===== src/rtl/serial_bus_pkg.sv =====
package serial_bus_pkg;

    // word and memory geometry
    localparam int DATA_WIDTH = 32;
    localparam int MEM_DEPTH  = 2000;
    localparam int ADDR_WIDTH = 11;
    localparam int SID_WIDTH  = 2;

    // command frame layout: start(3) | id(2) | rw | burst | addr(11), msb first
    localparam int FRAME_BITS = 18;
    localparam logic [2:0] START_CODE = 3'b111;
    localparam int START_LSB  = 15;
    localparam int SID_LSB    = 13;
    localparam int RW_POS     = 12;
    localparam int BURST_POS  = 11;

    typedef logic [DATA_WIDTH-1:0] data_t;
    typedef logic [ADDR_WIDTH-1:0] addr_t;
    typedef logic [SID_WIDTH-1:0]  slave_id_t;
    typedef logic [FRAME_BITS-1:0] frame_t;

    // holds 0 to DATA_WIDTH inclusive
    typedef logic [5:0] bit_count_t;

    typedef enum logic [1:0] {
        IDLE,
        WRITE_RECV,
        READ_FETCH,
        READ_SEND
    } ctrl_state_t;

endpackage


===== src/rtl/write_deserializer.sv =====
`timescale 1ns/1ps

module write_deserializer (
    input  logic                  clk,
    input  logic                  rstN,
    input  logic                  wD,
    input  logic                  valid,
    input  logic                  last,
    input  logic                  collect,
    output logic                  word_valid,
    output logic                  word_last,
    output serial_bus_pkg::data_t word
);

    serial_bus_pkg::bit_count_t bit_cnt;
    logic                       take;
    logic                       final_bit;

    assign take      = collect && valid;
    assign final_bit =
        (bit_cnt == serial_bus_pkg::bit_count_t'(serial_bus_pkg::DATA_WIDTH - 1));

    always_ff @(posedge clk or negedge rstN) begin
        if (!rstN) begin
            bit_cnt    <= '0;
            word_valid <= 1'b0;
        end else begin
            word_valid <= 1'b0;
            if (!collect) begin
                bit_cnt <= '0;
            end else if (valid) begin
                if (final_bit) begin
                    bit_cnt    <= '0;
                    word_valid <= 1'b1;
                end else begin
                    bit_cnt <= bit_cnt + 1'b1;
                end
            end
        end
    end

    // msb arrives first and ends up at the top after 32 shifts
    always_ff @(posedge clk) begin
        if (take) begin
            word <= {word[serial_bus_pkg::DATA_WIDTH-2:0], wD};
            if (final_bit) begin
                word_last <= last;
            end
        end
    end

endmodule


===== config.mk =====
export PLATFORM = sky130hd
export DESIGN_NAME = write_deserializer
export DESIGN_NICKNAME = d
export VERILOG_FILES = /design/src/rtl/serial_bus_pkg.sv /design/src/rtl/write_deserializer.sv
export SDC_FILE = /design/constraint.sdc
export NUM_CORES = 1
export LEC_CHECK = 0
export ABC_AREA = 1
export BUFFER_PORTS_ARGS = -buffer_cell sky130_fd_sc_hd__buf_4
export CORE_AREA = 5 5 62 64
export DETAILED_ROUTE_END_ITERATION = 8
export DIE_AREA = 0 0 67 69
export HOLD_SLACK_MARGIN = 0.08
export PLACE_DENSITY = 0.74
export SLEW_MARGIN = 20
export SYNTH_ARGS = -nofsm -noshare
export SYNTH_HDL_FRONTEND = slang
export SYNTH_SLANG_ARGS = --single-unit

===== constraint.sdc =====
create_clock -name clk -period 1.6 [get_ports clk]
set_input_delay 0.16 -clock clk [delete_from_list [all_inputs] [get_ports clk]]
set_output_delay 0.16 -clock clk [all_outputs]
set_load 0.005 [all_outputs]

# --- Yosys cells after proc, flatten, opt, wreduce, memory -nomap -nowiden ---
# Index checks and enable logic that the tools add are counted.
totals:
  register_bits: 40
  input_bits: 6
op_classes:
  n_addsub: 1
  eq_ne: 2
  mux: 6
  reduce_logical: 2
op_table:
  columns: ["cell", "n"]
  rows:
  - ["$mux 6", 3]
  - ["$add 6x1->6 const B", 1]
  - ["$eq 6x5->1 const B", 1]
  - ["$mux 1", 3]
  - ["$ne 2x2->1 const B", 1]
  - ["$reduce_and 2->1", 1]
  - ["$logic_and 1x1->1", 1]

# --- Longest topological paths before layout ---
depth:
  ltp_word: 4
  depth_mapped: 6
  ltp_nobuf: 6

# --- Worst setup path after synthesis ---
# Ideal clock, no wire load.
synth_timing:
  path_type: "register to register"
  startpoint: "register bit_cnt[0]"
  endpoint: "register word_last, enable pin"
  arrival_time_ps: 782
  required_time_ps: 1288
  slack_ps: 505
  stages_incl_launch_ff: 4
  path_buffers: 0
  synth_period_minus_slack_ps: 1095
  cell_sequence: "dfrtp_1 > ha_1 > nand3_2 > nor3_1"
synth_via:
  elab_chain_cells: 2
synth_lines:
  columns: ["element", "line_no", "text"]
  rows:
  - ["from (decl)", "write_deserializer.sv:15", "serial_bus_pkg::bit_count_t bit_cnt;"]
  - ["from (signal assigned)", "write_deserializer.sv:36", "bit_cnt <= bit_cnt + 1'b1;"]
  - ["$eq 6x5->1", "write_deserializer.sv:21", "(bit_cnt == serial_bus_pkg::bit_count_t'(serial_bus_pkg::DATA_WIDTH - 1));"]
  - ["$reduce_and 2->1 (no line)", null, null]
  - ["to (signal assigned)", "write_deserializer.sv:47", "word_last <= last;"]
  - ["to (decl)", "write_deserializer.sv:11", "output logic word_last,"]
# Every way passes these cells.
# A chain may end at the register's enable or synchronous reset.

# --- Final worst setup path ---
layout_timing:
  startpoint: "input collect"
  endpoint: "register word[3], enable pin"
layout_via:
  elab_chain_cells: 1
layout_lines:
  columns: ["element", "line_no", "text"]
  rows:
  - ["from (decl)", "write_deserializer.sv:9", "input logic collect,"]
  - ["$logic_and 1x1->1", "write_deserializer.sv:19", "assign take = collect && valid;"]
  - ["to (signal assigned)", "write_deserializer.sv:45", "word <= {word[serial_bus_pkg::DATA_WIDTH-2:0], wD};"]
  - ["to (decl)", "write_deserializer.sv:12", "output serial_bus_pkg::data_t word"]
# Every way passes these cells.

==> metrics <==
Yosys Warn Count=0; CTS tree=built; Die Area=between 4000 and 5000 µm²; Leak=~0.73 nW; CP required=around 1600 ps; n_diodes=0; P per Cell Area=around 1000 nW/µm²; DRC Markers=0; setup repair after global routing missed its margin=no; Slew headroom=56.9%; largest net degree at the start of global routing=34; Clk Latency, worst-skew pair=~340 ps; die width=67 µm; Pwr Total=~1.9 mW; hold crit path type=input pin to flip-flop; Post-Syn Area=1360 µm²; NetSw=approximately 0.37 mW; root buf cell=clkbuf_4; Rows=21; switch share=between 10% and 20%; DRT iter0 DRCs=25; Reg clk slew, reported paths=110 ps; fin crit share=88.3%; drt pass-1 iters=4; utilization after layout=between 50% and 60%; CORE AREA=3230 µm²; Clock power frac=32.7%; Critical Path AT=~1400 ps; Max Cap Violations=0; Worst Skew=approximately 7.7 ps; first-pass GRT wire length=about 3.5 mm; Worst Tran Pin Value=645 ps; Setup CP Type=input pin to flip-flop; Yosys cell types=17; Final Hold Violating Endpoints=0; FILL cells=270; P&R area growth vs syn=34.1%; initial antenna violation count=0; status=finished, final reports clean; Clock Tree Buf Depth=2; startpoint types=input pin; fin crit period=1410 ps; Seq pwr share=about 62%; Comb pwr share=~5.3%; total internal power=about 1.5 mW; Seq cells post-synth=40; number of setup buffers added after CTS=0; CP endpoint kind=flip-flop; vias in the first global route=~740; H-tree levels=2; share of cells above drive strength 1=roughly 40%; WL/cell=~13 µm; syn_nets=86; DRT antenna net count=0; Mean Syn Cell Area=17.3 µm²; max-slew violations=0; sequential fraction of the synthesis area=85.5%; Global Route Usage Sum=10.2%; Final TNS setup=0 ps; # setup viols final=0; NumNets Final=about 140; Detailed Route WL=between 2 and 2.5 mm; clock sink count=40; CTS resizes=0; number of port buffers=39; Vias/cell=4.52; peak fanout along the critical path=33; TritonCTS Buffers=5; Via Count=slightly below 800; Syn Inst Count=79; hpwl dp=between 1.5 and 2 mm; Worst VDD drop=around 0.6 mV; gr ovfl total=0; GP Congestion=about 0.83; Fmax=roughly 710 MHz; Initial Utilization=between 40% and 50%; Die Span Y=between 60 and 70 µm; number of I/O pins=40
==> kinds of logic (layout without fill, tap and decap cells) <==
kind of cell / Yosys count / after routing / share of synthesized area (%)
flip-flops: 40 / 40 / 85.5
AND/OR/NAND/NOR: 24 / 24 / 8.35
buffers and inverters: 7 / 58 / 1.93
AO/OA/AOI/OAI: 6 / 6 / 2.66
adder cells (fa/ha/maj): 1 / 1 / 0.917
XOR/XNOR: 1 / 1 / 0.642
==> layout by cell type (no fill, tap or decap), drive strengths merged, types with 2 or more instances in the layout <==
cell type / n
buf: 39
clkbuf: 5
clkinv: 2
dfrtp: 7
dlygate4sd3: 4
edfxtp: 33
inv: 7
nand2: 13
nand3: 3
nor2: 6
nor3: 2
o21ai: 3
==> metrics by stage <==
stage | instances | instance area (µm²) | hold slack, ps | setup WS (ps)
global placement | 164 | 1710 | -23.4 | 388
global route | 176 | 1830 | 92.4 | 137
detailed placement | 164 | 1710 | -21.8 | 345
CTS | 176 | 1830 | 88.5 | 181
finish | 176 | 1830 | 107 | 187
floorplan | 79 | 1360 | -136 | 505
==> final cells by class <==
cell class / instances / area [µm²] / share of cell area, %
inverter: 7 / 26.3 / 1.44
clock inverter: 3 / 37.5 / 2.05
clock buffer: 5 / 37.5 / 2.05
tap: 46 / 57.6 / 3.15
multi-input combinational: 32 / 171 / 9.37
timing repair buffer: 43 / 333 / 18.2
sequential: 40 / 1170 / 63.7
==> synthesized netlist by cell type, drive strengths merged <==
master	count	area [µm²]
nand3	3	20.0
nor3	2	10.0
xnor2	1	8.76
nor2	6	30.0
a21oi	1	5.00
o21ai	3	15.0
ha	1	12.5
nand2	13	53.8
inv	7	26.3
edfxtp	33	991
o21bai	1	7.51
dfrtp	7	175
a22o	1	8.76
==> worst paths after layout <==
| check | startpoint | end | slack [ps] | cells after the start |
|---|---|---|---|---|
| max | collect | word[3]$_DFFE_PN_ | 190 | 4 |
| min | valid | bit_cnt[5]$_DFFE_PN0P_ | 110 | 4 |
| max reg2reg | bit_cnt[0]$_DFFE_PN0P_ | word_last$_DFFE_PP_ | 380 | 3 |
| min reg2reg | word[4]$_DFFE_PN_ | word[5]$_DFFE_PN_ | 460 | 0 |
| max in group asynchronous | rstN | bit_cnt[3]$_DFFE_PN0P_ | 1320 | 2 |
| min in group asynchronous | rstN | bit_cnt[1]$_DFFE_PN0P_ | 160 | 2 |
==> worst max-delay path: stages <==
cell,delay [ps]
dlygate4sd3_1,520
buf_4,120
nand2_2,80
inv_2,490
==> timing repair <==
action	CTS	global route
hold endpoints to repair	10	0
setup endpoints to repair	0	0
hold buffers	4	0
==> routing by layer <==
layer / routed length (µm) / vias up / GRT usage (%) / part of all wire [%]
li1: - / 379 / - / -
met1: 1030 / 372 / 12.4 / 45
met2: 981 / 42 / 14.6 / 42
met3: 286 / 2 / 6.98 / 12
met4: 16 / 0 / 2.70 / 0.69
met5: 0 / - / 0 / 0
==> power by group through the flow <==
stage / combinational, mW / sequential [mW] / clock, mW
after floorplan: 0.0265 / 1.21 / 0
after global placement: 0.0931 / 1.21 / 0
after detailed placement: 0.0958 / 1.21 / 0
after CTS: 0.104 / 1.19 / 0.648
after global routing: 0.111 / 1.19 / 0.697
final: 0.101 / 1.18 / 0.625
==> registers in the layout, summed over array words and instances, names as in the netlist <==
register,flops
word_last,1
bit_cnt,6
word,32
word_valid,1
(Power assumes the default switching activity.)
