--- src/rtl/serial_bus_pkg.sv ---
package serial_bus_pkg;

    // word and memory geometry
    localparam int DATA_WIDTH = 32;
    localparam int MEM_DEPTH  = 2000;
    localparam int ADDR_WIDTH = 11;
    localparam int SID_WIDTH  = 2;

    // command frame layout: start(3) | id(2) | rw | burst | addr(11), msb first
    localparam int FRAME_BITS = 18;
    localparam logic [2:0] START_CODE = 3'b111;
    localparam int START_LSB  = 15;
    localparam int SID_LSB    = 13;
    localparam int RW_POS     = 12;
    localparam int BURST_POS  = 11;

    typedef logic [DATA_WIDTH-1:0] data_t;
    typedef logic [ADDR_WIDTH-1:0] addr_t;
    typedef logic [SID_WIDTH-1:0]  slave_id_t;
    typedef logic [FRAME_BITS-1:0] frame_t;

    // holds 0 to DATA_WIDTH inclusive
    typedef logic [5:0] bit_count_t;

    typedef enum logic [1:0] {
        IDLE,
        WRITE_RECV,
        READ_FETCH,
        READ_SEND
    } ctrl_state_t;

endpackage

--- src/rtl/read_serializer.sv ---
`timescale 1ns/1ps

module read_serializer (
    input  logic                  clk,
    input  logic                  rstN,
    input  logic                  load,
    input  serial_bus_pkg::data_t rd_data,
    input  logic                  busy_read,
    output logic                  rD,
    output logic                  ready,
    output logic                  word_sent
);

    serial_bus_pkg::data_t      shreg;
    serial_bus_pkg::bit_count_t bit_cnt;
    logic                       shifting;

    // bit_cnt counts bits already placed on rD
    assign word_sent = shifting &&
        (bit_cnt == serial_bus_pkg::bit_count_t'(serial_bus_pkg::DATA_WIDTH));

    // low only in the fetch gaps of a read
    assign ready = shifting || !busy_read;

    always_ff @(posedge clk or negedge rstN) begin
        if (!rstN) begin
            shifting <= 1'b0;
            bit_cnt  <= '0;
            rD       <= 1'b0;
        end else if (load) begin
            shifting <= 1'b1;
            bit_cnt  <= serial_bus_pkg::bit_count_t'(1);
            rD       <= rd_data[serial_bus_pkg::DATA_WIDTH-1];
        end else if (word_sent) begin
            shifting <= 1'b0;
            bit_cnt  <= '0;
            rD       <= 1'b0;
        end else if (shifting) begin
            bit_cnt <= bit_cnt + 1'b1;
            rD      <= shreg[serial_bus_pkg::DATA_WIDTH-1];
        end
    end

    // the msb leaves on load, the rest follow from the top of shreg
    always_ff @(posedge clk) begin
        if (load) begin
            shreg <= {rd_data[serial_bus_pkg::DATA_WIDTH-2:0], 1'b0};
        end else if (shifting) begin
            shreg <= {shreg[serial_bus_pkg::DATA_WIDTH-2:0], 1'b0};
        end
    end

    a_load_idle: assert property (@(posedge clk) disable iff (!rstN)
        load |-> !shifting);

endmodule

--- config.mk ---
export PLATFORM = sky130hd
export DESIGN_NAME = read_serializer
export DESIGN_NICKNAME = d
export VERILOG_FILES = /design/src/rtl/serial_bus_pkg.sv /design/src/rtl/read_serializer.sv
export SDC_FILE = /design/constraint.sdc
export NUM_CORES = 1
export LEC_CHECK = 0
export ABC_AREA = 0
export CAP_MARGIN = 5
export CORE_MARGIN = 3
export CORE_UTILIZATION = 54
export CTS_CLUSTER_SIZE = 40
export DETAILED_ROUTE_END_ITERATION = 10
export DONT_BUFFER_PORTS = 1
export MAX_ROUTING_LAYER = met4
export PLACE_DENSITY = 0.81
export SLEW_MARGIN = 20
export SYNTH_ARGS = -nofsm -noshare
export SYNTH_HDL_FRONTEND = slang
export SYNTH_SLANG_ARGS = --single-unit
--- constraint.sdc ---
create_clock -name clk -period 1.5 [get_ports clk]
set_clock_uncertainty 0.15 [all_clocks]
set_input_delay 0 -clock clk [delete_from_list [all_inputs] [get_ports clk]]
set_output_delay 0 -clock clk [all_outputs]
set_load 0.01 [all_outputs]
**Yosys cells after proc, flatten, opt, wreduce, memory -nomap -nowiden**

Cells that the tools add are included.

- Input port bits: 36
- Word-level logic and storage cells: 22
- Flip-flop bits (word level): 39
- Output and inout port bits: 3

- Reductions and logical operators: 6
- $add $sub $neg: 1
- Eq/ne operators: 1
- Mux-type cells: 10

Operator list:

| cell | count |
|---|---|
| two-way mux 32 bit | 2 |
| two-way mux 6 bit | 3 |
| adder 6 x 1 -> 6 bit (second input constant) | 1 |
| equality test 6 bit (second input constant) | 1 |
| two-way mux 1 bit | 5 |
| nonzero test 2 bit | 2 |
| nonzero test 3 bit | 1 |
| logical AND 1 bit | 1 |
| zero test 1 bit | 1 |
| logical OR 1 bit | 1 |

**Longest topological paths before layout**

Gate-level depths: netlist of the first run.

- Depth in word-level cells: 4
- Depth in mapped cells: 5
- Mapped depth without buffers: 5

**Worst setup path after synthesis of the first run**

OpenSTA, ideal clock, no wires.

- Path kind: reg2reg
- Start point: register shifting
- End point: register shreg[10], enable pin
- Required time: 1.023 ns
- Setup slack: 0.023 ns
- Clock period less this slack: 1.477 ns
- Setup time: 0.327 ns
- Arrival time: 1.000 ns
- Stages on the path, launching flop included: 3
- Buffers on the path: 1
- Cell sequence: dfrtp_1 > buf_4 > or2_2

- Cells in the longest elaborated chain, start to end: 1

RTL lines:

| item | line | RTL |
|---|---|---|
| from (decl) | read_serializer.sv:16 | `logic shifting;` |
| from (signal assigned) | read_serializer.sv:27 | `shifting <= 1'b0;` |
| from (signal assigned) | read_serializer.sv:31 | `shifting <= 1'b1;` |
| from (signal assigned) | read_serializer.sv:35 | `shifting <= 1'b0;` |
| nonzero test 2 bit (no line) | - |  |
| to (signal assigned) | read_serializer.sv:47 | `shreg <= {rd_data[serial_bus_pkg::DATA_WIDTH-2:0], 1'b0};` |
| to (signal assigned) | read_serializer.sv:49 | `shreg <= {shreg[serial_bus_pkg::DATA_WIDTH-2:0], 1'b0};` |
| to (decl) | read_serializer.sv:14 | `serial_bus_pkg::data_t shreg;` |

Every way passes these cells.
A chain may end at the register's enable or synchronous reset.

**Worst setup path after layout of the first run**

- Start point: register bit_cnt[0]
- End point: register bit_cnt[0]

- Cells in the longest elaborated chain, start to end: 4
- Elaborated cells between the ends (all ways): 7
- Those cells by class: add/sub (1); eq/ne (1); mux (3); reduce/logical (2)

RTL lines:

| item | line | RTL |
|---|---|---|
| from (decl) | read_serializer.sv:15 | `serial_bus_pkg::bit_count_t bit_cnt;` |
| from (signal assigned) | read_serializer.sv:32 | `bit_cnt <= serial_bus_pkg::bit_count_t'(1);` |
| from (signal assigned) | read_serializer.sv:39 | `bit_cnt <= bit_cnt + 1'b1;` |
| adder 6 x 1 -> 6 bit / equality test 6 bit (equally long branches) | read_serializer.sv:39, read_serializer.sv:20 |  |
| two-way mux 6 bit / logical AND 1 bit (equally long branches) | read_serializer.sv:38, read_serializer.sv:19 |  |
| two-way mux 6 bit | read_serializer.sv:34 | `end else if (word_sent) begin` |
| two-way mux 6 bit | read_serializer.sv:30 | `end else if (load) begin` |

Several ways; a longest one is shown, not always the timed one. The select of a mux whose other input is x is not followed.

==> impl_metrics.tcl, run 1 <==
set metrics [dict create \
    synth_top_area_share_pct 53.45 \
    setup.worst_path.start_class "flop" \
    drt-vias-per-instance 5.375 \
    floorplan.core_area_sq_um 2900 \
    post-route-period-util_pct 99.62 \
    hold_class "in2reg" \
    share_clk_of_total_power_pct 25.5 \
    layout.area.seq_sq_um 1131 \
    grt_pass1_vias 1179 \
    final_hold_violation_count 0 \
    layout.cells.non_filler 200 \
    synth.cell_area_sq_um 1742 \
    run_status "complete, no violations" \
    number_of_instances_in_the_synthesized_netlist 114 \
    length_of_the_first_detailed_routing_pass_in_iterations 4 \
    floorplan.die_area_sq_um 3943 \
    start_util_pct 60.05 \
    drc 0 \
    critical_path_top_delay_cell "dfrtp_1" \
    routabilityCongestion 0.7644 \
    antenna_found_initial 0 \
    grt_setup_unrepaired "true" \
    clk_pin_slew_worst_paths_ns 0.11 \
    chipWidth_um 62.79 \
    cts_bufs_inserted 5 \
    synth_xor_area_share_pct 0.5029 \
    setup_viol 0 \
    synth_warnings 0 \
    data_arrival_time_at_the_worst_slack_endpoint_ns 1.55 \
    io_buffers 0 \
    cts_sinks 39 \
    yosys_register_bits 39 \
    flow.area_growth_from_synthesis_pct 30.96 \
    max_cap_violations 0 \
    drt_iter0_markers 50 \
    ys.flop_type "edfxtp_1" \
    chip_height_um 62.79 \
    vdd.ir_drop.worst_v 0.0005345 \
    average_cell_area_after_synthesis_sq_um 15.28 \
    area_leader_netlist "edfxtp_1" \
    drt_wl_total_mm 3.339 \
    grt_first_pass_wirelength_mm 5.692 \
    post_synth_main_area_contributors "edfxtp_1 53%, mux2_2 19%, dfrtp_1 11%" \
    largest_net_degree_at_the_start_of_global_routing 44 \
    clk_path_buf_depth 2 \
    clock_latency_ns 0.33 \
    worst_slew_margin_rel_pct 72.42 \
    hpwl_mm 1.899 \
    period_needed_ns 1.494 \
    power.sequential.fraction_pct 62.4 \
    vias 1075 \
    root_buffer "clkbuf_4" \
    synth_compound_area_share_pct 4.382 \
    yosysSeqAreaShare_pct 64.94 \
    number_of_nets_in_the_synthesized_netlist 152 \
    internal-power_mw 1.672 \
    totalNegativeSetupSlack_ns 0 \
    cts-htree-levels 2 \
    fillCellCount 186 \
    synthAdderAreaFrac_pct 1.437 \
    p_leak_nw 0.8901 \
    dp_cells 152 \
    globalRoute.totalOverflow 0 \
    required_ns 1.55 \
    report.power.total_mw 2.109 \
    worstMarginPinSlew_ns 0.4123 \
    timing.final.max_slew_violations 0 \
    combinational_family_with_the_most_area_after_synthesis "multiplexers" \
    synth.most_common_cell "edfxtp_1" \
    clock_tree_from_tritoncts "built" \
    synth_edf_count 31 \
    switching_power_mw 0.4374 \
    post_synth_most_frequent_cells "31 x edfxtp_1, 30 x mux2_2, 8 x dfrtp_1, 5 x a21oi_1" \
    max_freq_ghz 0.6692 \
    ys_types 30 \
    p_per_area_nw_per_um2 924.7 \
    synthSimpleGateAreaFrac_pct 6.106 \
    antenna_cells 0 \
    final_net_count 195 \
    cp-end-kind "flop" \
    final_layout_size_suffix_gt1_share_pct 30.38 \
    antenna_violating_nets_left 0 \
    async_reset_ff_share_pct 20.51 \
    rows 19 \
    critical_path.max_stage_delay_ns 0.39 \
    grt_use_total_pct 19.33 \
    setup.worst_path.class "reg2reg" \
    multi_input_area_sq_um 591.8 \
    io_pins 39 \
    p_sw_share_pct 20.74 \
    critical_path_peak_fanout 3 \
    post_synth_mux_area_share_pct 19.97 \
    crit_path_cells "inv_1, ha_1, nand4bb_1, buf_4, nor2_1, o31ai_1" \
    power.combinational.fraction_pct 12.2 \
    route.detailed.wl_per_inst_um 16.70 \
]
==> per-layer routing <==
| metal | GRT usage [%] | vias to the layer above | wire, um |
|---|---|---|---|
| met5 | - | - | 0 |
| met4 | 6.612 | 0 | 57 |
| met3 | 4.137 | 8 | 170 |
| met2 | 34.75 | 38 | 1857 |
| met1 | 21.10 | 516 | 1254 |
| li1 | - | 513 | - |
==> worst max-delay path: cells and delay by family (launching register included) <==
kind	cells	cell delay (ns)
flops	1	0.39
compound gates	1	0.11
buf+inv	2	0.24
fa+ha+maj	1	0.13
simple gates	2	0.36
==> final timing paths <==
path | cells after the start | slack (ns) | endpoint | startpoint
setup / recovery | 6 | 0.006 | bit_cnt[0] | bit_cnt[0]
hold / removal | 2 | 0.27 | shreg[12] | rd_data[11]
setup reg to reg | 6 | 0.006 | bit_cnt[0] | bit_cnt[0]
hold reg to reg | 1 | 0.41 | shreg[3] | shreg[2]
max in group asynchronous | 2 | 0.48 | bit_cnt[0] | rstN
min in group asynchronous | 2 | 0.42 | shifting | rstN
==> per-stage QoR <==
step	hold slack [ns]	setup slack [ns]	utilization (%)	area, sq um
2_1_floorplan	-0.4456	0.02273	-	1742
3_3_place_gp	-0.4453	0.09239	61.73	1790
3_5_place_dp	-0.4454	0.04352	61.73	1790
4_1_cts	0.2289	0.01447	77.87	2258
5_1_grt	0.2617	-0.1130	78.65	2281
6_report	0.2663	0.005682	78.65	2281
==> power by group through the flow <==
stage,registers [mW],logic (mW),clock network [mW]
finish,1.32,0.256,0.537
global route,1.33,0.282,0.598
CTS,1.31,0.247,0.556
detailed placement,1.34,0.132,0
global placement,1.34,0.124,0
floorplan,1.33,0.132,0
==> flip-flops by register name, summed over array words and instances (netlist names) <==
| register | cells |
|---|---|
| bit_cnt | 6 |
| shreg | 31 |
| rD | 1 |
| shifting | 1 |
==> timing repair <==
action / in CTS / in global routing
resized for setup: 1 / 4
hold buffers: 37 / 0
endpoints found under the setup margin: 1 / 7
pin swaps: 1 / 1
buffers inserted: 3 / 0
hold endpoints to repair: 79 / 0
==> layout make-up <==
type | instances | share of cell area, %
clock buffer | 7 | 2.414
clock inverter | 1 | 0.2194
inverter | 4 | 0.6583
multi-input combinational | 65 | 25.95
sequential | 39 | 49.59
tap | 42 | 2.304
timing repair buffer | 42 | 18.87
==> kinds of logic (layout without fill, tap and decap cells) <==
logic type | count (synthesis) | count (layout)
muxes | 31 | 31
and+or+nand+nor | 19 | 19
DFF | 39 | 39
xor gates and xnor gates | 1 | 1
adders and majority gates | 2 | 2
buffers and inverters | 10 | 54
AOI/OAI and AO/OA | 12 | 12
==> cells in the final DEF (no fill, tap or decap), types with 2 or more instances in the layout <==
master and n:
mux2_2 30, inv_1 4, o21ai_0 2, buf_12 2, a21oi_1 5, nor2_1 4, clkbuf_4 5, nand2_1 3
dfrtp_1 8, edfxtp_1 31, dlygate4sd3_1 36, buf_4 4
Power figures use the tool's default switching activity.
==> run 2: changes to the inputs <==
Settings changed: PLACE_DENSITY 0.81 to 0.74.
==> run 2 against run 1 <==
Sequential share of layout area decreased by 1.9 points. Utilization grew 3.4 points. Global-route usage decreased by 0.071 points. Count of clock-buffer cells in the layout shrank 1. Power up 16%. Non-clock buffer count rose by 2. Clock power is 59% higher. Via count increased by 3.4%. Register-to-register slack better by 0.02 ns. Setup slack better by 0.019 ns. Routed wire length rose by 5.8%. Cell count is 1.0% higher.
==> impl_metrics.tcl, run 2 (synthesis results as in run 1) <==
set metrics [dict create \
    run_status "complete, no violations" \
    critical_path.reg2reg.startpoint "bit_cnt[1]" \
    share_clk_of_total_power_pct 35.0 \
    vdd.ir_drop.worst_v 0.0008056 \
    power.sequential.fraction_pct 53.8 \
    final_hold_violation_count 0 \
    max_freq_ghz 0.6778 \
    largest_net_degree_at_the_start_of_global_routing 44 \
    data_arrival_time_at_the_worst_slack_endpoint_ns 1.56 \
    grt_first_pass_wirelength_mm 5.658 \
    hpwl_mm 1.888 \
    timing.final.max_slew_violations 0 \
    max_reg_flops 31 \
    route.detailed.wl_per_inst_um 17.49 \
    grt_use_total_pct 19.26 \
    clock_latency_ns 0.34 \
    antenna_found_initial 0 \
    regToRegSetupSlack_ns 0.02 \
    root_buffer "clkbuf_4" \
    p_per_area_nw_per_um2 1028 \
    cp-end-kind "flop" \
    worstMarginPinSlew_ns 0.3877 \
    rows 19 \
    p_sw_share_pct 19.33 \
    required_ns 1.58 \
    final_util_pct 82.01 \
    drc 0 \
    report.power.total_mw 2.445 \
    period_needed_ns 1.475 \
    setup.worst_path.start_class "flop" \
    clk_pin_slew_worst_paths_ns 0.12 \
    regMostFlops "shreg" \
    drt_iter0_markers 107 \
    antenna_violating_nets_left 0 \
    chipWidth_um 62.79 \
    vias 1112 \
    cts_sinks 39 \
    p_leak_nw 0.9033 \
    post-route-period-util_pct 98.36 \
    max_cap_violations 0 \
    final_layout_size_suffix_gt1_share_pct 36.25 \
    min-delay-start "rd_data[0]" \
    timing.hold.worst_path_depth 2 \
    r2r_cells 6 \
    final_common_cell "dlygate4sd3_1" \
    floorplan.core_area_sq_um 2900 \
    setup.worst_path.class "reg2reg" \
    internal-power_mw 1.972 \
    power.combinational.fraction_pct 11.2 \
    antenna_cells 0 \
    clock_tree_from_tritoncts "built" \
    flow.area_growth_from_synthesis_pct 36.57 \
    final_net_count 197 \
    commonest_non_fill_non_tap_cells_in_the_layout "36 x dlygate4sd3_1, 31 x edfxtp_1, 30 x mux2_2, 7 x buf_4, 6 x dfrtp_1" \
    drt_wl_total_mm 3.533 \
    globalRoute.totalOverflow 0 \
    drt-vias-per-instance 5.505 \
    clk_path_buf_depth 2 \
    hold_class "in2reg" \
    r2r-end "rD" \
    start_util_pct 60.05 \
    layout_top_registers "shreg: 31 flops, bit_cnt: 6 flops" \
    cts_bufs_inserted 5 \
    cts-htree-levels 2 \
    floorplan.die_area_sq_um 3943 \
    chip_height_um 62.79 \
    setup_viol 0 \
    io_pins 39 \
    grt_pass1_vias 1164 \
    critical_path_peak_fanout 3 \
    switching_power_mw 0.4726 \
    io_buffers 0 \
    grt_setup_unrepaired "true" \
    worst_slew_margin_rel_pct 74.07 \
    length_of_the_first_detailed_routing_pass_in_iterations 4 \
    routabilityCongestion 0.7773 \
    min_to "shreg[1]" \
]
==> run 2: changes by cell type in the layout (fill, tap and decap cells not counted), moves of 2 or more <==
cell and change:
buf_4 +3, bufinv_16 +2, dfrtp_1 -2, dfrtp_2 +2
==> run 2: how the worst max path moves through the flow <==
stage	slack, ns	to	depth (start not counted)	startpoint
2_1_floorplan	0.02	shreg[10]	2	shifting
3_3_place_gp	0.08	bit_cnt[5]	5	bit_cnt[0]
3_5_place_dp	0.01	bit_cnt[5]	5	bit_cnt[0]
4_1_cts	-0.03	word_sent	4	bit_cnt[1]
5_1_grt	-0.03	rD	6	bit_cnt[0]
6_report	0.02	rD	6	bit_cnt[1]
==> run 2: worst max-delay path, stage by stage, from the launching register on <==
cell and delay (ns):
dfrtp_1 0.41, inv_2 0.07, ha_4 0.15, nand4bb_4 0.13, buf_4 0.17, o211ai_1 0.18
a21oi_1 0.10
==> run 2: power by group through the flow <==
stage	Combinational [mW]	Sequential (mW)	Clock, mW
finish	0.273	1.32	0.856
detailed placement	0.131	1.34	0
CTS	0.247	1.31	0.873
global route	0.298	1.33	0.914
floorplan	0.132	1.33	0
global placement	0.123	1.34	0
==> run 2: layout make-up <==
cell class | instances | area [sq um]
clock buffer | 6 | 41.29
clock inverter | 2 | 60.06
fill | 176 | 521.8
inverter | 4 | 15.01
multi-input combinational | 65 | 643.1
sequential | 39 | 1134
tap | 42 | 52.55
timing repair buffer | 44 | 432.9
==> run 2: routing by layer <==
| layer | GRT usage, % | up-vias | part of all wire [%] |
|---|---|---|---|
| li1 | - | 517 | - |
| met1 | 22.30 | 538 | 40 |
| met2 | 33.29 | 48 | 53 |
| met3 | 3.417 | 9 | 4.6 |
| met4 | 7.438 | 0 | 2.0 |
| met5 | - | - | 0 |
==> run 2: through the flow <==
step	hold slack, ns	cell area [sq um]	setup WS [ns]	TNS, ns	instances
2_1_floorplan	-0.4456	1742	0.02273	0	114
3_3_place_gp	-0.4454	1785	0.08143	0	153
3_5_place_dp	-0.4454	1785	0.01256	0	153
4_1_cts	0.2205	2295	-0.02914	-0.02914	201
5_1_grt	0.2292	2379	-0.02658	-0.03695	202
6_report	0.2412	2379	0.02457	0	202
==> run 2: what timing repair did <==
item	CTS	global route
pin swaps	1	2
hold endpoints to repair	71	0
setup buffers	3	1
resized for setup	1	15
endpoints found under the setup margin	2	6
hold buffers	37	0
