<file path="config.mk">
export PLATFORM = sky130hd
export DESIGN_NAME = frame_receiver
export DESIGN_NICKNAME = d
export VERILOG_FILES = /design/src/rtl/serial_bus_pkg.sv /design/src/rtl/frame_receiver.sv
export SDC_FILE = /design/constraint.sdc
export NUM_CORES = 1
export LEC_CHECK = 0
export ABC_AREA = 1
export BUFFER_PORTS_ARGS = -buffer_cell sky130_fd_sc_hd__buf_4
export CAP_MARGIN = 20
export CORE_MARGIN = 4
export CORE_UTILIZATION = 60
export CTS_BUF_LIST = sky130_fd_sc_hd__clkbuf_8
export DETAILED_ROUTE_END_ITERATION = 8
export PLACE_DENSITY = 0.83
export RECOVER_POWER = 50
export SLEW_MARGIN = 20
export SYNTH_ARGS = -nofsm -noshare
export SYNTH_HDL_FRONTEND = slang
export SYNTH_SLANG_ARGS = --single-unit
</file>
<file path="constraint.sdc">
create_clock -name clk -period 2.7 [get_ports clk]
set_input_delay 0.27 -clock clk [delete_from_list [all_inputs] [get_ports clk]]
set_output_delay 0.27 -clock clk [all_outputs]
set_load 0.005 [all_outputs]
</file>
<file path="src/rtl/serial_bus_pkg.sv">
package serial_bus_pkg;

    // word and memory geometry
    localparam int DATA_WIDTH = 32;
    localparam int MEM_DEPTH  = 2000;
    localparam int ADDR_WIDTH = 11;
    localparam int SID_WIDTH  = 2;

    // command frame layout: start(3) | id(2) | rw | burst | addr(11), msb first
    localparam int FRAME_BITS = 18;
    localparam logic [2:0] START_CODE = 3'b111;
    localparam int START_LSB  = 15;
    localparam int SID_LSB    = 13;
    localparam int RW_POS     = 12;
    localparam int BURST_POS  = 11;

    typedef logic [DATA_WIDTH-1:0] data_t;
    typedef logic [ADDR_WIDTH-1:0] addr_t;
    typedef logic [SID_WIDTH-1:0]  slave_id_t;
    typedef logic [FRAME_BITS-1:0] frame_t;

    // holds 0 to DATA_WIDTH inclusive
    typedef logic [5:0] bit_count_t;

    typedef enum logic [1:0] {
        IDLE,
        WRITE_RECV,
        READ_FETCH,
        READ_SEND
    } ctrl_state_t;

endpackage

</file>
<file path="src/rtl/frame_receiver.sv">
`timescale 1ns/1ps

module frame_receiver #(
    parameter serial_bus_pkg::slave_id_t SLAVE_ID = 2'd1
) (
    input  logic                  clk,
    input  logic                  rstN,
    input  logic                  control,
    output logic                  cmd_valid,
    output logic                  cmd_write,
    output logic                  cmd_burst,
    output serial_bus_pkg::addr_t cmd_addr
);

    serial_bus_pkg::frame_t     frame;
    serial_bus_pkg::frame_t     next_frame;
    serial_bus_pkg::bit_count_t bit_cnt;
    logic                       shifting;
    logic                       frame_end;
    logic                       frame_match;

    assign next_frame = {frame[serial_bus_pkg::FRAME_BITS-2:0], control};

    // counter shows bits already taken, so the 18th bit arrives at FRAME_BITS-1
    assign frame_end = shifting &&
        (bit_cnt == serial_bus_pkg::bit_count_t'(serial_bus_pkg::FRAME_BITS - 1));

    assign frame_match =
        (next_frame[serial_bus_pkg::START_LSB +: 3] == serial_bus_pkg::START_CODE) &&
        (next_frame[serial_bus_pkg::SID_LSB +: serial_bus_pkg::SID_WIDTH] == SLAVE_ID);

    always_ff @(posedge clk or negedge rstN) begin
        if (!rstN) begin
            shifting  <= 1'b0;
            bit_cnt   <= '0;
            cmd_valid <= 1'b0;
        end else begin
            cmd_valid <= 1'b0;
            if (!shifting) begin
                // a high control bit while idle is the first start bit
                if (control) begin
                    shifting <= 1'b1;
                    bit_cnt  <= serial_bus_pkg::bit_count_t'(1);
                end
            end else if (frame_end) begin
                shifting  <= 1'b0;
                bit_cnt   <= '0;
                cmd_valid <= frame_match;
            end else begin
                bit_cnt <= bit_cnt + 1'b1;
            end
        end
    end

    always_ff @(posedge clk) begin
        if (shifting || control) begin
            frame <= next_frame;
        end
    end

    // decoded fields are read straight from the completed frame
    assign cmd_write = frame[serial_bus_pkg::RW_POS];
    assign cmd_burst = frame[serial_bus_pkg::BURST_POS];
    assign cmd_addr  = frame[serial_bus_pkg::ADDR_WIDTH-1:0];

    // frames are separated by at least one low control cycle
    a_frame_gap: assert property (@(posedge clk) disable iff (!rstN)
        frame_end |=> !control);

endmodule

</file>
Word-level counts from Yosys, hierarchy flattened
Cells that the tools add are included.
{ "op_classes": {"n_addsub": 1, "n_mul": 0, "n_div": 0, "n_lt_le_gt_ge": 0, "eq_ne": 3, "shifts": 0, "n_mux": 8, "bitwise": 0, "reduce_logical": 4} }
{ "op_table": {"columns": ["op", "n"], "rows": [
  ["$mux 6", 3],
  ["$add 6x1->6 const B", 1],
  ["$eq 6x5->1 const B", 1],
  ["$mux 1", 5],
  ["$eq 3x3->1 const B", 1],
  ["$eq 2x1->1 const B", 1],
  ["$logic_and 1x1->1", 2],
  ["$reduce_bool 2->1", 1],
  ["$logic_or 1x1->1", 1]
]} }
{ "totals": {"reg_bits": 25, "latchBits": 0, "mem_bits_rw": 0, "rom_bits": 0, "in_bits": 3, "out_inout_bits": 14, "elab_cells": 20, "mem_count": 0} }

Logic depth before layout (Yosys ltp)
Gate-level depths: netlist of the first run.
{ "depth": {"ltp_word": 4, "mapped_depth": 7, "ltp_nobuf": 7} }

Least setup slack after synthesis of the first run
No wires, ideal clock.
{ "synth_path": {"path_type": "register -> register", "from": "reg shifting", "to": "reg frame[0], enable pin", "setup_time_ns": 0.339, "t_arrival_ns": 0.722, "t_required_ns": 2.361, "setup_slack_ns": 1.640, "stages_incl_launch_ff": 4, "path_buffers": 1, "period_less_slack_ns": 1.060, "path_cell_list": "dfrtp_1 -> buf_6 -> nor2_4 -> inv_2"} }
{ "synth_via": {"elab_chain_cells": 1} }
{ "synth_rtl": {"columns": ["item", "line_no", "rtl"], "rows": [
  ["start: declaration", "frame_receiver.sv:18", "logic shifting;"],
  ["start signal: assignment", "frame_receiver.sv:34", "shifting <= 1'b0;"],
  ["start signal: assignment", "frame_receiver.sv:42", "shifting <= 1'b1;"],
  ["start signal: assignment", "frame_receiver.sv:46", "shifting <= 1'b0;"],
  ["$logic_or 1x1->1", "frame_receiver.sv:56", "if (shifting || control) begin"],
  ["end signal: assignment", "frame_receiver.sv:57", "frame <= next_frame;"],
  ["end: declaration", "frame_receiver.sv:15", "serial_bus_pkg::frame_t frame;"]
]} }
Every way passes these cells.
A chain may end at the register's enable or synchronous reset.

Worst setup path after layout of the first run
{ "layout_path": {"from": "reg shifting", "to": "reg frame[11], enable pin"} }
Same word-level chain as after synthesis.

==> flow_summary.json, run 1 <==
{
  "maxCapViolCount": 0,
  "power_uw": 1240,
  "ff2ff_path_depth": 2,
  "yosysWarnings": 0,
  "die_area_um2": 2520,
  "reg2reg_setup_slack_ns": 1.43,
  "hold_violations": 0,
  "syn_avg_cell_area_um2": 12.3,
  "drtIter0Drc": 17,
  "syn-num-nets": 92,
  "slew_headroom_pct": 70.9,
  "core_um2": 1590,
  "grt.total_usage_pct": 11.8,
  "setup.worst_path.end": "frame[11]$_DFFE_PP_",
  "synth_top_family_by_area": "simple AND/OR/NAND/NOR gates",
  "antenna_found_initial": 0,
  "synth.cell_area_um2": 1070,
  "num_rows": 14,
  "post-place-ws_ns": 1.43,
  "setup_viol": 0,
  "numCtsBuffers": 3,
  "layout.cells.most_common_list": "edfxtp_1, nand2_1, nand3_1, dfrtp_1",
  "diodes": 0,
  "grt_pass1_wl_um": 2280,
  "clkSinkCount": 25,
  "critPathMaxFanout": 21,
  "area_growth_pct": 9.13,
  "finalCritPeriodShare_pct": 46.9,
  "cp.arrival_ns": 1.18,
  "io_pins": 17,
  "synth_compound_area_share_pct": 2.11,
  "hold_start": "control",
  "leakage_uw": 0.000517,
  "required_ns": 2.61,
  "detail_route.wl_per_cell_um": 12.2,
  "dpl.hpwl_um": 1080,
  "hp-class": "in -> reg",
  "ys_ff_latch": 25,
  "power_density_nw_per_um2": 1060,
  "grt_pass1_vias": 530,
  "cp-start-kind": "flip-flop",
  "synthXorXnorAreaFrac_pct": 0.820,
  "synth_cells": 87,
  "fillers": 112,
  "port_buffers": 16,
  "initial_core_util_pct": 67.0,
  "htree_levels": 1,
  "die_h_um": 50.2,
  "synth_cell_types": 19,
  "clockRootBuffer": "clkbuf_8",
  "clk-insertion-delay-late_ns": 0.25,
  "synth-simple-area-share_pct": 15.6,
  "cts.path.max_buffers": 2,
  "end_kind": "flip-flop",
  "r2r_end": "frame[11]$_DFFE_PP_",
  "place_congestion": 0.870,
  "rsz0062_at_grt": "false",
  "drtAntennaViolNets": 0,
  "drt_wl_total_um": 1450,
  "multi_input_area_um2": 223,
  "status": "finished, final reports clean",
  "holdWs_ns": 0.297,
  "cts_tree": "yes",
  "synth.area.mux_share_pct": 0,
  "cts_resized": 0,
  "worst_slew_pin_slew_ns": 0.437,
  "chipWidth_um": 50.2,
  "grt_overflow": 0,
  "fmax_mhz": 789,
  "finalCriticalPeriod_ns": 1.27,
  "ys_seq_area_share_pct": 66.5,
  "setup_slack_ns": 1.43,
  "grt_start_max_net_pins": 22,
  "r2r-start": "shifting$_DFF_PN0_",
  "startpoint": "shifting$_DFF_PN0_",
  "layout_commonest_cell": "edfxtp_1",
  "seq_area_um2": 711,
  "crit_type": "reg -> reg",
  "layout-drive-gt1-share_pct": 28.4,
  "clk_pin_slew_ns": 0.08,
  "num_vias": 576,
  "peakVddDrop_uv": 695,
  "final_nets": 101,
  "worstHoldPathCells": 1,
  "synth_fa_ha_area_share_pct": 2.34,
  "report.final.slew_viol_count": 0,
  "fin_skew_ns": 0.00347,
  "route.detailed.drc": 0,
  "finalSetupTns_ns": 0,
  "viasPerCell": 4.84,
  "first_pass_iters": 6
}
==> worst min path at each step <==
stage                                         to  slack (ns)
after global routing          frame[0]$_DFFE_PP_        0.30
after global placement    bit_cnt[1]$_DFFE_PN0P_        0.09
after floorplan           bit_cnt[0]$_DFFE_PN0P_       -0.03
after CTS                     frame[0]$_DFFE_PP_        0.22
after detailed placement      shifting$_DFF_PN0_        0.09
final                         frame[0]$_DFFE_PP_        0.30
==> metal layers <==
metal / GRT usage (%) / vias up / part of all wire, %
met5: 0 / - / 0
met3: 1.78 / 2 / 4.9
met2: 19.8 / 16 / 51
met1: 15.6 / 268 / 44
li1: - / 290 / -
met4: 4.15 / 0 / 0.90
==> synthesized netlist by cell type <==
library cell / count / area share (%)
nand2_2: 2 / 1.2
nand2_1: 14 / 4.9
inv_1: 7 / 2.5
nor2_4: 1 / 1.1
buf_6: 1 / 1.1
dfrtp_1: 8 / 19
ha_1: 2 / 2.3
nor2_1: 3 / 1.1
nand3_1: 8 / 3.7
o21ai_1: 2 / 0.94
o21bai_1: 1 / 0.70
inv_2: 2 / 0.70
buf_4: 12 / 8.4
nand3_2: 2 / 1.9
nand4_1: 1 / 0.59
nor2_2: 2 / 1.2
xor2_1: 1 / 0.82
o21ai_0: 1 / 0.47
edfxtp_1: 17 / 48
==> state kept, by name, summed over array words and instances, names as in the netlist <==
| name | cells |
|---|---|
| frame | 17 |
| bit_cnt | 6 |
| shifting | 1 |
| cmd_valid | 1 |
==> critical path, stage by stage (launching register included) <==
cell and delay [ns]:
dfrtp_1 0.52, nor2_4 0.09, inv_2 0.32
==> cells by family (layout without fill, tap and decap cells) <==
family	count (synthesis)	after routing
AO/OA/AOI/OAI	4	4
AND/OR/NAND/NOR	33	33
XOR/XNOR	1	1
flip-flops	25	25
buffers and inverters	22	30
adder cells (fa/ha/maj)	2	2
==> layout make-up <==
type	count	area share [%]
Sequential cell	25	60.9
Multi-Input combinational cell	40	19.1
Timing Repair Buffer	17	10.5
Clock buffer	3	3.54
Inverter	9	2.90
Tap cell	24	2.58
Clock inverter	1	0.429
==> power by group <==
group / leakage (uW) / switching [uW] / internal, uW / total [uW]
Clock: 0.0000255 / 99.6 / 102 / 202
Combinational: 0.000217 / 165 / 165 / 330
Sequential: 0.000275 / 122 / 586 / 708
Total: 0.000517 / 387 / 853 / 1240
==> metrics by stage <==
stage | cells | area [um2] | util [%]
final | 119 | 1170 | 73.2
after global routing | 119 | 1170 | 73.2
after CTS | 119 | 1170 | 73.6
after detailed placement | 114 | 1120 | 70.1
after global placement | 114 | 1120 | 70.1
after floorplan | 87 | 1070 | -
==> timing repair <==
item / CTS / global route
setup buffers: 0 / 0
hold buffers: 1 / 0
endpoints found under the hold margin: 8 / 0
(Power assumes the default switching activity.)
==> run 2: changes to the inputs <==
--- a/config.mk
+++ b/config.mk
@@ -5,14 +5,14 @@
 export SDC_FILE = /design/constraint.sdc
 export NUM_CORES = 1
 export LEC_CHECK = 0
-export ABC_AREA = 1
+export ABC_AREA = 0
 export BUFFER_PORTS_ARGS = -buffer_cell sky130_fd_sc_hd__buf_4
 export CAP_MARGIN = 20
 export CORE_MARGIN = 4
-export CORE_UTILIZATION = 60
+export CORE_UTILIZATION = 56
 export CTS_BUF_LIST = sky130_fd_sc_hd__clkbuf_8
 export DETAILED_ROUTE_END_ITERATION = 8
-export PLACE_DENSITY = 0.83
+export PLACE_DENSITY = 0.78
 export RECOVER_POWER = 50
 export SLEW_MARGIN = 20
 export SYNTH_ARGS = -nofsm -noshare
==> constraint.sdc (replaced) <==
create_clock -name clk -period 1.3 [get_ports clk]
set_input_delay 0.13 -clock clk [delete_from_list [all_inputs] [get_ports clk]]
set_output_delay 0.13 -clock clk [all_outputs]
set_load 0.005 [all_outputs]
==> run 2 against run 1 <==
Effect of this change: clock power grew 130%; wire length is 16% higher; critical endpoint is now bit_cnt[1]$_DFFE_PN0P_; register-to-register slack lost 1.4 ns; area after synthesis decreased by 3.6%; largest cell class unchanged; cell area increased by 4.5%; critical path depth increased by 3; clock skew decreased by 0.0018 ns.
==> flow_summary.json, run 2 <==
{
  "status": "finished, final reports clean",
  "drtIter0Drc": 9,
  "port_buffers": 16,
  "fin_cells": 111,
  "dp_cells": 104,
  "finalCritPeriodShare_pct": 97.4,
  "yosysWarnings": 0,
  "synth_cells": 70,
  "drtAntennaViolNets": 0,
  "clkSinkCount": 25,
  "synth_most_common_cell": "edfxtp_1",
  "leakage_uw": 0.000503,
  "cp-start-kind": "flip-flop",
  "io_pins": 17,
  "synth_edf_count": 17,
  "hold_start": "control",
  "route.detailed.drc": 0,
  "peakVddDrop_uv": 1520,
  "die_area_um2": 2590,
  "synth_async_sr_flop_share_pct": 32.0,
  "area_growth_pct": 18.3,
  "crit_slowest_cell": "dfrtp_1",
  "numCtsBuffers": 3,
  "largest_reg_flops": 17,
  "grt_overflow": 0,
  "grt.total_usage_pct": 15.2,
  "clk_pin_slew_ns": 0.08,
  "layout-drive-gt1-share_pct": 36.0,
  "cts_tree": "yes",
  "drt_wl_total_um": 1680,
  "hold_violations": 0,
  "first_pass_iters": 4,
  "holdWs_ns": 0.136,
  "path_cells": "inv_2 -> ha_4 -> nand2_4 -> o41ai_4 -> o22ai_1",
  "ys_ff_latch": 25,
  "viasPerCell": 5.38,
  "cp.arrival_ns": 1.41,
  "syn_avg_cell_area_um2": 14.7,
  "power_density_nw_per_um2": 2310,
  "synth_cell_types": 26,
  "ff2ff_path_depth": 5,
  "chipWidth_um": 50.9,
  "synth.cell_area_um2": 1030,
  "top_register": "frame",
  "final_nets": 92,
  "ys.flop_type": "edfxtp_1",
  "place_congestion": 0.716,
  "critPathMaxFanout": 3,
  "r2r-start": "bit_cnt[1]$_DFFE_PN0P_",
  "grt_pass1_wl_um": 2820,
  "cp.depth": 5,
  "crit_buf_inv": 1,
  "grt_start_max_net_pins": 16,
  "ys_seq_area_share_pct": 69.0,
  "startpoint": "bit_cnt[1]$_DFFE_PN0P_",
  "detail_route.wl_per_cell_um": 15.1,
  "setup.worst_path.end": "bit_cnt[1]$_DFFE_PN0P_",
  "reg2reg_setup_slack_ns": 0.03,
  "clk-insertion-delay-late_ns": 0.27,
  "fin_skew_ns": 0.00169,
  "power_uw": 2820,
  "dpl.hpwl_um": 1120,
  "synth_area_leaders": "edfxtp_1, dfrtp_1, buf_4, o41ai_4, ha_1",
  "r2r_end": "bit_cnt[1]$_DFFE_PN0P_",
  "die_h_um": 50.9,
  "synth_top_area_share_pct": 49.6,
  "num_rows": 15,
  "worst_slew_pin_slew_ns": 0.448,
  "core_um2": 1730,
  "hp-class": "in -> reg",
  "fmax_mhz": 789,
  "layout.cells.most_common_list": "edfxtp_1, buf_4, dfrtp_1, nand3_1, clkbuf_4",
  "syn-num-nets": 75,
  "slowest_delay_ns": 0.41,
  "antenna_found_initial": 0,
  "htree_levels": 1,
  "crit_type": "reg -> reg",
  "required_ns": 1.44,
  "maxCapViolCount": 0,
  "report.final.slew_viol_count": 0,
  "slew_headroom_pct": 70.1,
  "reg_top3": "frame: 17 flops, bit_cnt: 6 flops",
  "finalCriticalPeriod_ns": 1.27,
  "num_vias": 597,
  "cts.path.max_buffers": 2,
  "initial_core_util_pct": 59.6,
  "rsz0062_at_grt": "true",
  "end_kind": "flip-flop",
  "path_delay_family": "compound AO/OA/AOI/OAI gates",
  "synth.largest_area_cell": "edfxtp_1",
  "grt_pass1_vias": 623,
  "synth_common_cells": "edfxtp_1, buf_4, dfrtp_1",
  "setup_viol": 0,
  "clockRootBuffer": "clkbuf_8",
  "diodes": 0
}
run 2: changes by cell type in the layout (fill, tap and decap cells not counted), sizes merged, moves of 3 or more:
cell,previous run,this run
buf,7,17
nand3,10,4
nor2,6,1
nand2,16,4
clkbuf,12,9
a21oi,0,3
inv,9,2
run 2: metrics by stage:
step / TNS, ns / instance area (um2) / setup WS, ns / util, %
after CTS: 0 / 1190 / 0.0115 / 68.9
after floorplan: 0 / 1030 / 0.0936 / -
after global routing: -0.0582 / 1220 / -0.0247 / 70.6
final: 0 / 1220 / 0.0334 / 70.6
after detailed placement: 0 / 1130 / 0.0339 / 65.5
after global placement: 0 / 1130 / 0.0886 / 65.5
run 2: cells by family (layout without fill, tap and decap cells):
kind of cell,count (synthesis),in the layout,synth area share (%)
xor+xnor,1,1,0.851
simple gates,18,18,10.6
buf+inv,14,30,9.23
compound gates,9,9,6.93
fa+ha+maj,2,2,2.43
mux,1,1,0.972
flops,25,25,69.0
run 2: cell type report:
cell class | instances | area, um2
clock inverter | 1 | 7.51
sequential | 25 | 712
multi-input combinational | 31 | 244
fill | 129 | 508
timing repair buffer | 24 | 175
clock buffer | 3 | 41.3
inverter | 2 | 7.51
tap | 25 | 31.3
run 2: how the worst min path moves through the flow:
stage,cells past startpoint,to
2_1_floorplan,0,bit_cnt[0]$_DFFE_PN0P_
3_3_place_gp,1,cmd_valid$_DFF_PN0_
3_5_place_dp,1,cmd_valid$_DFF_PN0_
4_1_cts,1,frame[0]$_DFFE_PP_
5_1_grt,1,frame[0]$_DFFE_PP_
6_report,1,frame[0]$_DFFE_PP_
run 2: what timing repair did:
item | in CTS | in global routing
gates resized for setup | 0 | 6
hold endpoints to repair | 8 | 0
setup buffers | 0 | 2
hold buffers | 1 | 0
setup endpoints to repair | 0 | 4
run 2: report_power, final:
part           total [uW]  switching (uW)  internal, uW
combinational         808             342           467
clock                 456             239           217
sequential           1550             291          1260
total                2820             871          1950
run 2: per-layer routing:
layer / wire length [um] / GRT usage, %
met1: 742 / 18.5
met2: 816 / 24.3
met4: 33 / 8.07
met3: 88 / 4.37
met5: 0 / 0
==> run 3: changes to the inputs <==
--- a/config.mk
+++ b/config.mk
@@ -9,10 +9,11 @@
 export BUFFER_PORTS_ARGS = -buffer_cell sky130_fd_sc_hd__buf_4
 export CAP_MARGIN = 20
 export CORE_MARGIN = 4
-export CORE_UTILIZATION = 56
+export CORE_UTILIZATION = 30
 export CTS_BUF_LIST = sky130_fd_sc_hd__clkbuf_8
 export DETAILED_ROUTE_END_ITERATION = 8
-export PLACE_DENSITY = 0.78
+export HOLD_SLACK_MARGIN = 0.03
+export PLACE_DENSITY = 0.47
 export RECOVER_POWER = 50
 export SLEW_MARGIN = 20
 export SYNTH_ARGS = -nofsm -noshare
==> constraint.sdc (replaced) <==
create_clock -name clk -period 1.3 [get_ports clk]
set_input_delay 0.26 -clock clk [delete_from_list [all_inputs] [get_ports clk]]
set_output_delay 0.26 -clock clk [all_outputs]
set_load 0.005 [all_outputs]
==> run 3 against run 2 <==
Effect of this change: first-iteration DRC count down 67%; wire length down 5.4%; sequential share of layout area down 0.30 points; clock skew about the same; highest routed layer is now met3; cell area up 0.51%; largest power group unchanged; critical path depth unchanged.
==> flow_summary.json, run 3 (synthesized netlist as in run 2, its figures left out) <==
{
  "num_vias": 558,
  "hp-class": "in -> reg",
  "cts_tree": "yes",
  "finalSetupTns_ns": 0,
  "cp.arrival_ns": 1.42,
  "report.final.slew_viol_count": 0,
  "grt.total_usage_pct": 8.02,
  "min_to": "frame[0]$_DFFE_PP_",
  "peakVddDrop_uv": 1120,
  "grt_pass1_wl_um": 2650,
  "hold_start": "control",
  "top_register": "frame",
  "layout-drive-gt1-share_pct": 34.5,
  "initial_core_util_pct": 30.9,
  "multi_input_area_um2": 244,
  "utilization_pct": 36.7,
  "htree_levels": 1,
  "numCtsBuffers": 3,
  "diodes": 0,
  "fin_skew_ns": 0.00160,
  "status": "finished, final reports clean",
  "seq_area_um2": 712,
  "dpl.hpwl_um": 1110,
  "clkSinkCount": 25,
  "worstHoldPathCells": 1,
  "crit_buf_inv": 1,
  "drtAntennaViolNets": 0,
  "end_kind": "flip-flop",
  "cts.path.max_buffers": 2,
  "clk-insertion-delay-late_ns": 0.26,
  "grt_start_max_net_pins": 18,
  "grt_overflow": 0,
  "worst_slew_pin_slew_ns": 0.460,
  "rsz0062_at_grt": "true",
  "largest_reg_flops": 17,
  "place_congestion": 0.792,
  "clockRootBuffer": "clkbuf_8",
  "first_pass_iters": 4,
  "port_buffers": 16,
  "ff2ff_path_depth": 5,
  "r2r_end": "bit_cnt[1]$_DFFE_PN0P_",
  "crit_type": "reg -> reg",
  "io_pins": 17,
  "fmax_mhz": 781,
  "core_um2": 3340,
  "cp-start-kind": "flip-flop",
  "leakage_uw": 0.000495,
  "clk_pin_slew_ns": 0.09,
  "route.detailed.drc": 0,
  "crit_slowest_cell": "dfrtp_1",
  "viasPerCell": 4.29,
  "die_area_um2": 4430,
  "setup_viol": 0,
  "reg2reg_setup_slack_ns": 0.02,
  "path_cells": "inv_2 -> ha_4 -> nand2_4 -> o41ai_4 -> o22ai_1",
  "path_delay_family": "compound AO/OA/AOI/OAI gates",
  "final_nets": 90,
  "detail_route.wl_per_cell_um": 12.2,
  "finalCriticalPeriod_ns": 1.28,
  "chipWidth_um": 66.6,
  "maxCapViolCount": 0,
  "drt_wl_total_um": 1590,
  "num_rows": 21,
  "layout.cells.most_common_list": "edfxtp_1, buf_4, dfrtp_1, nand3_1",
  "grt_pass1_vias": 539,
  "hold_violations": 0,
  "power_density_nw_per_um2": 2240,
  "area_growth_pct": 19.0,
  "drtIter0Drc": 3,
  "r2r-start": "bit_cnt[1]$_DFFE_PN0P_",
  "slowest_delay_ns": 0.42,
  "finalCritPeriodShare_pct": 98.5,
  "antenna_found_initial": 0,
  "die_h_um": 66.6,
  "reg_top3": "frame: 17 flops, bit_cnt: 6 flops",
  "fillers": 329,
  "critPathMaxFanout": 4,
  "required_ns": 1.44,
  "slew_headroom_pct": 69.3
}
-- run 3: where the power goes --
part	switching [uW]	internal [uW]
Sequential	284	1260
Combinational	305	435
Clock	243	217
Total	832	1910
-- run 3: worst max path at each step --
stage	slack, ns	start	cells past startpoint	to
2_1_floorplan	0.09	shifting$_DFF_PN0_	2	frame[0]$_DFFE_PP_
3_3_place_gp	0.06	bit_cnt[1]$_DFFE_PN0P_	5	bit_cnt[1]$_DFFE_PN0P_
3_5_place_dp	0.04	bit_cnt[1]$_DFFE_PN0P_	5	bit_cnt[1]$_DFFE_PN0P_
4_1_cts	0.02	bit_cnt[1]$_DFFE_PN0P_	5	bit_cnt[1]$_DFFE_PN0P_
5_1_grt	-0.06	bit_cnt[1]$_DFFE_PN0P_	5	bit_cnt[2]$_DFFE_PN0P_
6_report	0.02	bit_cnt[1]$_DFFE_PN0P_	5	bit_cnt[1]$_DFFE_PN0P_
-- run 3: through the flow --
stage | instance area [um2] | power [uW] | setup WS [ns] | hold slack, ns | std cells
4_1_cts | 1210 | 2690 | 0.0196 | 0.176 | 128
2_1_floorplan | 1030 | 1980 | 0.0936 | -0.0356 | 70
3_3_place_gp | 1150 | 2210 | 0.0590 | 0.0895 | 123
6_report | 1220 | 2750 | 0.0199 | 0.247 | 130
5_1_grt | 1220 | 2970 | -0.0624 | 0.241 | 130
3_5_place_dp | 1150 | 2210 | 0.0364 | 0.0895 | 123
-- run 3: cell type report --
cell class                 instances  area share, %
sequential                        25           58.1
multi-input combinational         31           19.9
timing repair buffer              22           12.7
tap                               46           4.70
clock buffer                       3           3.37
clock inverter                     1          0.613
inverter                           2          0.613
-- run 3: timing repair --
action	in CTS	in global routing
hold buffers	1	0
resized for setup	0	6
endpoints found under the hold margin	8	0
buffers inserted	0	2
endpoints found under the setup margin	0	4
-- run 3: metal layers --
layer  vias up  wire [um]  track usage [%]
met4         0          0             1.52
met1       279        809             11.2
li1        270          -                -
met5         -          0                0
met2         9        702             11.4
met3         0         79             3.71
